<file path="src/design/axil_pkg.sv">
/* Shared widths, register count and enums for the AXI4-Lite timing slice project.
   Imported by the interface, the slice, the register target and the top level. */
package axil_pkg;

  // Bus widths
  localparam int ADDR_WIDTH = 12;
  localparam int DATA_WIDTH = 32;
  localparam int STRB_WIDTH = DATA_WIDTH / 8;
  localparam int RESP_WIDTH = 2;

  // Register file geometry
  localparam int NUM_REGS      = 16;
  localparam int REG_IDX_WIDTH = $clog2(NUM_REGS);

  // AXI response codes, only the two the target can return
  typedef enum logic [RESP_WIDTH-1:0] {
    RESP_OKAY   = 2'b00,
    RESP_SLVERR = 2'b10
  } axil_resp_e;

  // Write side of the target
  // WR_COLLECT gathers AW and W, WR_RESP holds B until accepted
  typedef enum logic {
    WR_COLLECT,
    WR_RESP
  } wr_state_e;

  // Read side of the target
  typedef enum logic {
    RD_IDLE,
    RD_RESP
  } rd_state_e;

endpackage : axil_pkg
</file>
<file path="src/design/axil_if.sv">
/* AXI4-Lite bundle of all five channels, used between the slice and the target.
   The initiator modport drives requests, the target modport drives responses. */
`timescale 1ns/1ns

interface axil_if
  import axil_pkg::*;
();

  // Write address channel
  logic [ADDR_WIDTH-1:0] awaddr;
  logic                  awvalid;
  logic                  awready;

  // Write data channel
  logic [DATA_WIDTH-1:0] wdata;
  logic [STRB_WIDTH-1:0] wstrb;
  logic                  wvalid;
  logic                  wready;

  // Write response channel
  axil_resp_e            bresp;
  logic                  bvalid;
  logic                  bready;

  // Read address channel
  logic [ADDR_WIDTH-1:0] araddr;
  logic                  arvalid;
  logic                  arready;

  // Read data channel
  logic [DATA_WIDTH-1:0] rdata;
  axil_resp_e            rresp;
  logic                  rvalid;
  logic                  rready;

  modport initiator (
    output awaddr, awvalid,
    input  awready,
    output wdata, wstrb, wvalid,
    input  wready,
    input  bresp, bvalid,
    output bready,
    output araddr, arvalid,
    input  arready,
    input  rdata, rresp, rvalid,
    output rready
  );

  modport target (
    input  awaddr, awvalid,
    output awready,
    input  wdata, wstrb, wvalid,
    output wready,
    output bresp, bvalid,
    input  bready,
    input  araddr, arvalid,
    output arready,
    output rdata, rresp, rvalid,
    input  rready
  );

endinterface : axil_if

</file>
<file path="src/design/axil_slice_top.sv">
/* Top level with plain AXI4-Lite target ports. The host bus passes through the
   timing slice and then reaches the register file target. */
`timescale 1ns/1ns

module axil_slice_top
  import axil_pkg::*;
(
  input  logic                  clk,
  input  logic                  rst_n,

  // Write address
  input  logic [ADDR_WIDTH-1:0] awaddr,
  input  logic                  awvalid,
  output logic                  awready,

  // Write data
  input  logic [DATA_WIDTH-1:0] wdata,
  input  logic [STRB_WIDTH-1:0] wstrb,
  input  logic                  wvalid,
  output logic                  wready,

  // Write response
  output axil_resp_e            bresp,
  output logic                  bvalid,
  input  logic                  bready,

  // Read address
  input  logic [ADDR_WIDTH-1:0] araddr,
  input  logic                  arvalid,
  output logic                  arready,

  // Read data
  output logic [DATA_WIDTH-1:0] rdata,
  output axil_resp_e            rresp,
  output logic                  rvalid,
  input  logic                  rready
);

  axil_if host_bus ();
  axil_if reg_bus ();

  // Host side requests
  assign host_bus.awaddr  = awaddr;
  assign host_bus.awvalid = awvalid;
  assign host_bus.wdata   = wdata;
  assign host_bus.wstrb   = wstrb;
  assign host_bus.wvalid  = wvalid;
  assign host_bus.bready  = bready;
  assign host_bus.araddr  = araddr;
  assign host_bus.arvalid = arvalid;
  assign host_bus.rready  = rready;

  // Host side responses
  assign awready = host_bus.awready;
  assign wready  = host_bus.wready;
  assign bresp   = host_bus.bresp;
  assign bvalid  = host_bus.bvalid;
  assign arready = host_bus.arready;
  assign rdata   = host_bus.rdata;
  assign rresp   = host_bus.rresp;
  assign rvalid  = host_bus.rvalid;

  axil_timing_slice u_slice (
    .clk,
    .rst_n,
    .tgt (host_bus.target),
    .init(reg_bus.initiator)
  );

  axil_reg_target u_regs (
    .clk,
    .rst_n,
    .bus(reg_bus.target)
  );

endmodule : axil_slice_top

</file>
<file path="src/design/axil_reg_target.sv">
/* AXI4-Lite target holding sixteen 32-bit registers with byte-strobe writes.
   Accesses at or above the register window answer SLVERR and change nothing. */
`timescale 1ns/1ns

module axil_reg_target
  import axil_pkg::*;
(
  input logic    clk,
  input logic    rst_n,
  axil_if.target bus
);

  logic [DATA_WIDTH-1:0] regs [NUM_REGS];

  // Write side
  wr_state_e             wr_state;
  logic                  aw_held;
  logic                  w_held;
  logic [ADDR_WIDTH-1:0] aw_addr_q;
  logic [DATA_WIDTH-1:0] wdata_q;
  logic [STRB_WIDTH-1:0] wstrb_q;
  axil_resp_e            bresp_q;
  logic                  aw_fire;
  logic                  w_fire;
  logic                  wr_go;

  // Read side
  rd_state_e             rd_state;
  logic [DATA_WIDTH-1:0] rdata_q;
  axil_resp_e            rresp_q;
  logic                  ar_fire;

  function automatic logic in_window(input logic [ADDR_WIDTH-1:0] addr);
    return addr < ADDR_WIDTH'(NUM_REGS * 4);
  endfunction

  // Word index, low two address bits dropped
  function automatic logic [REG_IDX_WIDTH-1:0] reg_index(input logic [ADDR_WIDTH-1:0] addr);
    return addr[REG_IDX_WIDTH+1:2];
  endfunction

  function automatic logic [DATA_WIDTH-1:0] merge_bytes(
    input logic [DATA_WIDTH-1:0] old_word,
    input logic [DATA_WIDTH-1:0] new_word,
    input logic [STRB_WIDTH-1:0] strb
  );
    logic [DATA_WIDTH-1:0] result;
    result = old_word;
    for (int b = 0; b < STRB_WIDTH; b++) begin
      if (strb[b]) begin
        result[b*8 +: 8] = new_word[b*8 +: 8];
      end
    end
    return result;
  endfunction

  // Each address channel is open only until its own beat is held
  assign bus.awready = (wr_state == WR_COLLECT) && !aw_held;
  assign bus.wready  = (wr_state == WR_COLLECT) && !w_held;
  assign bus.bvalid  = (wr_state == WR_RESP);
  assign bus.bresp   = bresp_q;

  assign aw_fire = bus.awvalid && bus.awready;
  assign w_fire  = bus.wvalid && bus.wready;
  assign wr_go   = (wr_state == WR_COLLECT) && aw_held && w_held;

  always_ff @(posedge clk) begin
    if (!rst_n) begin
      wr_state <= WR_COLLECT;
      aw_held  <= 1'b0;
      w_held   <= 1'b0;
      for (int i = 0; i < NUM_REGS; i++) begin
        regs[i] <= '0;
      end
    end else begin
      case (wr_state)
        WR_COLLECT: begin
          if (aw_fire) aw_held <= 1'b1;
          if (w_fire) w_held <= 1'b1;
          if (wr_go) begin
            if (in_window(aw_addr_q)) begin
              regs[reg_index(aw_addr_q)] <=
                merge_bytes(regs[reg_index(aw_addr_q)], wdata_q, wstrb_q);
            end
            aw_held  <= 1'b0;
            w_held   <= 1'b0;
            wr_state <= WR_RESP;
          end
        end
        WR_RESP: begin
          if (bus.bready) wr_state <= WR_COLLECT;
        end
        default: wr_state <= WR_COLLECT;
      endcase
    end
  end

  // Write holding registers and response code
  always_ff @(posedge clk) begin
    if (aw_fire) aw_addr_q <= bus.awaddr;
    if (w_fire) begin
      wdata_q <= bus.wdata;
      wstrb_q <= bus.wstrb;
    end
    if (wr_go) bresp_q <= in_window(aw_addr_q) ? RESP_OKAY : RESP_SLVERR;
  end

  assign bus.arready = (rd_state == RD_IDLE);
  assign bus.rvalid  = (rd_state == RD_RESP);
  assign bus.rdata   = rdata_q;
  assign bus.rresp   = rresp_q;

  assign ar_fire = bus.arvalid && bus.arready;

  always_ff @(posedge clk) begin
    if (!rst_n) begin
      rd_state <= RD_IDLE;
    end else begin
      case (rd_state)
        RD_IDLE: if (ar_fire) rd_state <= RD_RESP;
        RD_RESP: if (bus.rready) rd_state <= RD_IDLE;
        default: rd_state <= RD_IDLE;
      endcase
    end
  end

  // Read data is zero outside the window
  always_ff @(posedge clk) begin
    if (ar_fire) begin
      if (in_window(bus.araddr)) begin
        rdata_q <= regs[reg_index(bus.araddr)];
        rresp_q <= RESP_OKAY;
      end else begin
        rdata_q <= '0;
        rresp_q <= RESP_SLVERR;
      end
    end
  end

endmodule : axil_reg_target

</file>
<file path="src/design/axil_timing_slice.sv">
/* Registers all five AXI4-Lite channels between a host-facing target port and
   a downstream initiator port. Each channel adds one cycle in its own direction. */
`timescale 1ns/1ns

module axil_timing_slice
  import axil_pkg::*;
(
  input logic        clk,
  input logic        rst_n,
  axil_if.target     tgt,
  axil_if.initiator  init
);

  // Reverse channels come out as flat vectors and are split afterwards
  logic [RESP_WIDTH-1:0]            b_pop_data;
  logic [DATA_WIDTH+RESP_WIDTH-1:0] r_pop_data;

  // Write address
  flow_reg_both #(.width(ADDR_WIDTH)) aw_slice (
    .clk,
    .rst_n,
    .push_valid(tgt.awvalid),
    .push_ready(tgt.awready),
    .push_data (tgt.awaddr),
    .pop_valid (init.awvalid),
    .pop_ready (init.awready),
    .pop_data  (init.awaddr)
  );

  // Write data with strobes
  flow_reg_both #(.width(DATA_WIDTH + STRB_WIDTH)) w_slice (
    .clk,
    .rst_n,
    .push_valid(tgt.wvalid),
    .push_ready(tgt.wready),
    .push_data ({tgt.wdata, tgt.wstrb}),
    .pop_valid (init.wvalid),
    .pop_ready (init.wready),
    .pop_data  ({init.wdata, init.wstrb})
  );

  // Write response, runs back toward the host
  flow_reg_both #(.width(RESP_WIDTH)) b_slice (
    .clk,
    .rst_n,
    .push_valid(init.bvalid),
    .push_ready(init.bready),
    .push_data (init.bresp),
    .pop_valid (tgt.bvalid),
    .pop_ready (tgt.bready),
    .pop_data  (b_pop_data)
  );

  assign tgt.bresp = axil_resp_e'(b_pop_data);

  // Read address
  flow_reg_both #(.width(ADDR_WIDTH)) ar_slice (
    .clk,
    .rst_n,
    .push_valid(tgt.arvalid),
    .push_ready(tgt.arready),
    .push_data (tgt.araddr),
    .pop_valid (init.arvalid),
    .pop_ready (init.arready),
    .pop_data  (init.araddr)
  );

  // Read data and response
  flow_reg_both #(.width(DATA_WIDTH + RESP_WIDTH)) r_slice (
    .clk,
    .rst_n,
    .push_valid(init.rvalid),
    .push_ready(init.rready),
    .push_data ({init.rdata, init.rresp}),
    .pop_valid (tgt.rvalid),
    .pop_ready (tgt.rready),
    .pop_data  (r_pop_data)
  );

  assign tgt.rdata = r_pop_data[DATA_WIDTH+RESP_WIDTH-1:RESP_WIDTH];
  assign tgt.rresp = axil_resp_e'(r_pop_data[RESP_WIDTH-1:0]);

endmodule : axil_timing_slice

</file>
<file path="src/design/flow_reg_both.sv">
/* Full timing slice for one valid/ready channel: registered forward path plus
   a one-entry skid buffer so push_ready also comes straight from a flop. */
`timescale 1ns/1ns

module flow_reg_both #(
  parameter int width = 8
) (
  input  logic             clk,
  input  logic             rst_n,

  // Upstream side
  input  logic             push_valid,
  output logic             push_ready,
  input  logic [width-1:0] push_data,

  // Downstream side
  output logic             pop_valid,
  input  logic             pop_ready,
  output logic [width-1:0] pop_data
);

  logic             skid_valid;
  logic [width-1:0] skid_data;

  logic push_fire;
  logic main_free;
  logic pop_valid_next;
  logic skid_valid_next;

  assign push_fire = push_valid && push_ready;

  // Output register can take a new beat this cycle
  assign main_free = !pop_valid || pop_ready;

  // Skid entry always drains first, push_ready is low while it is full
  always_comb begin
    if (main_free) begin
      pop_valid_next  = skid_valid || push_fire;
      skid_valid_next = 1'b0;
    end else begin
      pop_valid_next  = 1'b1;
      skid_valid_next = skid_valid || push_fire;
    end
  end

  always_ff @(posedge clk) begin
    if (!rst_n) begin
      pop_valid  <= 1'b0;
      skid_valid <= 1'b0;
      push_ready <= 1'b1;
    end else begin
      pop_valid  <= pop_valid_next;
      skid_valid <= skid_valid_next;
      push_ready <= !skid_valid_next;
    end
  end

  // Payload path
  always_ff @(posedge clk) begin
    if (main_free) begin
      if (skid_valid) begin
        pop_data <= skid_data;
      end else if (push_fire) begin
        pop_data <= push_data;
      end
    end else if (push_fire) begin
      // Output is stalled, park the incoming beat
      skid_data <= push_data;
    end
  end

endmodule : flow_reg_both

</file>
<file path="config.mk">
export PLATFORM = sky130hd
export DESIGN_NAME = axil_slice_top
export DESIGN_NICKNAME = d
export VERILOG_FILES = /design/src/design/axil_pkg.sv /design/src/design/axil_if.sv /design/src/design/axil_slice_top.sv /design/src/design/axil_reg_target.sv /design/src/design/axil_timing_slice.sv /design/src/design/flow_reg_both.sv
export SDC_FILE = /design/constraint.sdc
export NUM_CORES = 1
export LEC_CHECK = 0
export BUFFER_PORTS_ARGS = -buffer_cell sky130_fd_sc_hd__buf_2
export CAP_MARGIN = 20
export CORE_UTILIZATION = 47
export DETAILED_ROUTE_END_ITERATION = 12
export PLACE_DENSITY = 0.74
export SLEW_MARGIN = 10
export SYNTH_ARGS = -nofsm -noshare
export SYNTH_HDL_FRONTEND = slang
export SYNTH_SLANG_ARGS = --single-unit
</file>
<file path="constraint.sdc">
create_clock -name clk -period 9.7 [get_ports clk]
set_input_delay 0.97 -clock clk [delete_from_list [all_inputs] [get_ports clk]]
set_output_delay 0.97 -clock clk [all_outputs]
set_load 0.005 [all_outputs]
</file>
==> impl_metrics.tcl <==
set metrics [dict create \
    synth_edf_count 772 \
    cp.arrival_ns 4.00 \
    rr_worst_depth 6 \
    cts_root_buffer "clkbuf_16" \
    ioPinCount 108 \
    fillers 5464 \
    core_area_mm2 0.0700 \
    wl_per_cell_um 22.8 \
    die-area_mm2 0.0717 \
    fmax_mhz 272 \
    status "finished clean" \
    cts_tree "done" \
    die_width_um 268 \
    p_total_w 0.00742 \
    synth_top_family_by_area "multiplexers" \
    cts_inserted_buffers 81 \
    pwr-share-comb_pct 4.4 \
    power_leakage_nw 13.3 \
    synth-adder-area-share_pct 0 \
    post_drt_via_cell_ratio 5.53 \
    post-dp-hpwl_um 45300 \
    whs_path_depth 0 \
    clk_pin_slew_ns 0.06 \
    min_period_over_period_pct 37.9 \
    synthFlopType "edfxtp_1" \
    grt_start_max_net_pins 80 \
    vdd.ir_drop.worst_v 0.000149 \
    postCtsSetupRepairBufs 0 \
    synth_seq_cells 791 \
    dpl_cell_area_mm2 0.0348 \
    drive_gt1_share_pct 26.4 \
    antenna_found_initial 0 \
    regArea_mm2 0.0236 \
    clkPwrFrac_pct 42.4 \
    synth.mux.area_fraction_pct 13.0 \
    ys_types 43 \
    syn_avg_cell_area_um2 17.0 \
    crit_required_ns 10.02 \
    nNetsFinal 2176 \
    fin_crit_ns 3.68 \
    multi_input_area_mm2 0.00912 \
    slew_headroom_pct 24.1 \
    pwr_density_cell_mw_per_mm2 197 \
    clk_path_buf_depth 3 \
    ys_seq_area_share_pct 70.9 \
    place.gp.congestion 0.833 \
    p_seq_share_pct 53.2 \
    worstPathMaxFanout 55 \
    rsz0062_at_grt "false" \
    die_h_um 268 \
    hp-class "flip-flop to flip-flop" \
    grt_usage_pct 20.1 \
    finalNonFillerCells 3113 \
    clk_latency_ns 0.63 \
    htree_levels 3 \
    yosys_warnings 0 \
    totalWireLength_um 71100 \
    num_vias 17200 \
    grt_overflow_total 0 \
    grt_pass1_vias 17300 \
    remaining_drc_errors 0 \
    critPathKind "flip-flop to flip-flop" \
    drt-initial-drc-count 1865 \
    synth-compound-area-share_pct 2.62 \
    placementRows 97 \
    endpoint_kind "flip-flop" \
    max-cap-violations 0 \
    firstDrtPassIters 5 \
    tightest_slew_ns 1.14 \
    p_int_w 0.00590 \
    switching_share_pct 20.4 \
    postCtsResizedCells 0 \
    final_hold_viol_count 0 \
    final_max_slew_viol_count 0 \
    fin_skew_ns 0.0342 \
    dp_cells 2945 \
    cts-hold-fix-buffers 0 \
    netlist_area_mm2 0.0332 \
    netSwitchingPower_w 0.00152 \
    start_util_pct 47.4 \
    grt_pass1_wl_um 106000 \
    fin_setup_tns_ns 0 \
    async_flop_share_pct 0 \
    io_buffers 101 \
    area_growth_pct 13.4 \
    worstSetupStartpointType "flip-flop" \
    syn_inst 1953 \
    yosys.area_share.simple_pct 11.7 \
    clock_sinks 791 \
    setup_viol 0 \
    yosys.area_share.xor_xnor_pct 0 \
    drt.antenna.violating_nets 0 \
    fin_area_mm2 0.0376 \
]
==> layout by cell type, fill, tap and decap left out, drive strengths merged, types with 13 or more instances in the layout <==
cell type,netlist,routed
mux2,110,110
inv,10,13
clkinv,0,27
mux2i,20,20
nor2,72,72
clkbuf,68,106
dfxtp,19,19
nand2,14,14
mux4,128,128
edfxtp,772,772
a21oi,25,25
buf,40,175
o21ai,86,86
and2,512,512
==> logic make-up after synthesis <==
kind of cell,count (synthesis)
other,1
AO/OA/AOI/OAI,145
flip-flops,791
multiplexers,258
buffers and inverters,118
AND/OR/NAND/NOR,640
==> area by class of cell <==
type | instances | share of cell area (%)
tap | 940 | 3.12
inverter | 10 | 0.0997
clock buffer | 101 | 5.72
timing repair buffer | 180 | 2.85
clock inverter | 44 | 1.37
sequential | 791 | 62.6
antenna | 2 | 0.0133
multi-input combinational | 1045 | 24.2
==> sequential cells by signal, summed over array words and instances (netlist names), 4 cells and up <==
signal                      cells
u_regs.regs                   512
u_slice.aw_slice.pop_data      10
u_slice.aw_slice.skid_data     10
u_slice.ar_slice.skid_data     10
u_slice.r_slice.skid_data      33
u_slice.ar_slice.pop_data      10
u_regs.aw_addr_q               10
u_slice.w_slice.skid_data      36
u_regs.wstrb_q                  4
u_regs.wdata_q                 32
u_slice.r_slice.pop_data       33
u_slice.w_slice.pop_data       36
u_regs.bus.rdata               32
==> worst paths after layout <==
check                                             startpoint              endpoint  slack, ns
worst min-delay path            u_slice.w_slice.pop_data[14]    u_regs.wdata_q[10]       0.41
worst min register to register  u_slice.w_slice.pop_data[14]    u_regs.wdata_q[10]       0.41
worst max register to register  u_slice.ar_slice.pop_data[4]  u_regs.bus.rdata[14]       6.02
worst max-delay path            u_slice.ar_slice.pop_data[4]  u_regs.bus.rdata[14]       6.02
==> per-layer routing <==
metal	global-route usage (%)	vias to the layer above	share of wire, %
li1	-	7709	-
met1	27.1	8753	41
met2	33.0	644	49
met3	3.80	116	7.7
met4	6.46	0	2.7
met5	0	-	0
==> worst max-delay path: stages (launching register included) <==
cell	delay (ns)
edfxtp_1	0.33
buf_4	0.75
buf_4	0.84
mux4_2	0.65
mux2_2	0.28
o21ai_0	0.33
a21oi_1	0.12
==> synth_stat cells (4+ instances only) <==
master    instances  share of area [%]
a22o_1           12               0.32
a21oi_1          25               0.38
mux4_2          128                8.7
inv_1             9               0.10
o21ai_0          86                1.3
buf_6             7               0.24
and3_1            6               0.11
nand4_1           5              0.094
nor2_1           52               0.59
clkbuf_1         67               0.76
buf_2            19               0.29
mux2i_1          20               0.60
nand3_1           6              0.090
edfxtp_1        772                 70
a221o_2           9               0.31
dfxtp_1          19                1.1
buf_4            11               0.25
nand2_1          14               0.16
and2_1          512                9.6
nor2b_1          11               0.21
nor2_2           20               0.38
a21boi_0          4              0.090
mux2_2          110                3.7
==> through the flow <==
step           hold slack, ns  util [%]  setup slack [ns]
2_1_floorplan           0.400         -              6.13
3_3_place_gp            0.401      49.6              5.75
3_5_place_dp            0.405      49.8              5.72
4_1_cts                 0.415      53.6              5.88
5_1_grt                 0.419      53.8              5.80
6_report                0.411      53.8              6.02
==> power groups by stage <==
| stage | Clock, W | Sequential [W] | Combinational [W] |
|---|---|---|---|
| global route | 0.00332 | 0.00396 | 0.000347 |
| floorplan | 0 | 0.00397 | 0.000226 |
| detailed placement | 0 | 0.00402 | 0.000320 |
| CTS | 0.00319 | 0.00395 | 0.000323 |
| finish | 0.00315 | 0.00394 | 0.000325 |
| global placement | 0 | 0.00401 | 0.000307 |
No activity file was read; power rests on OpenSTA's default activity.
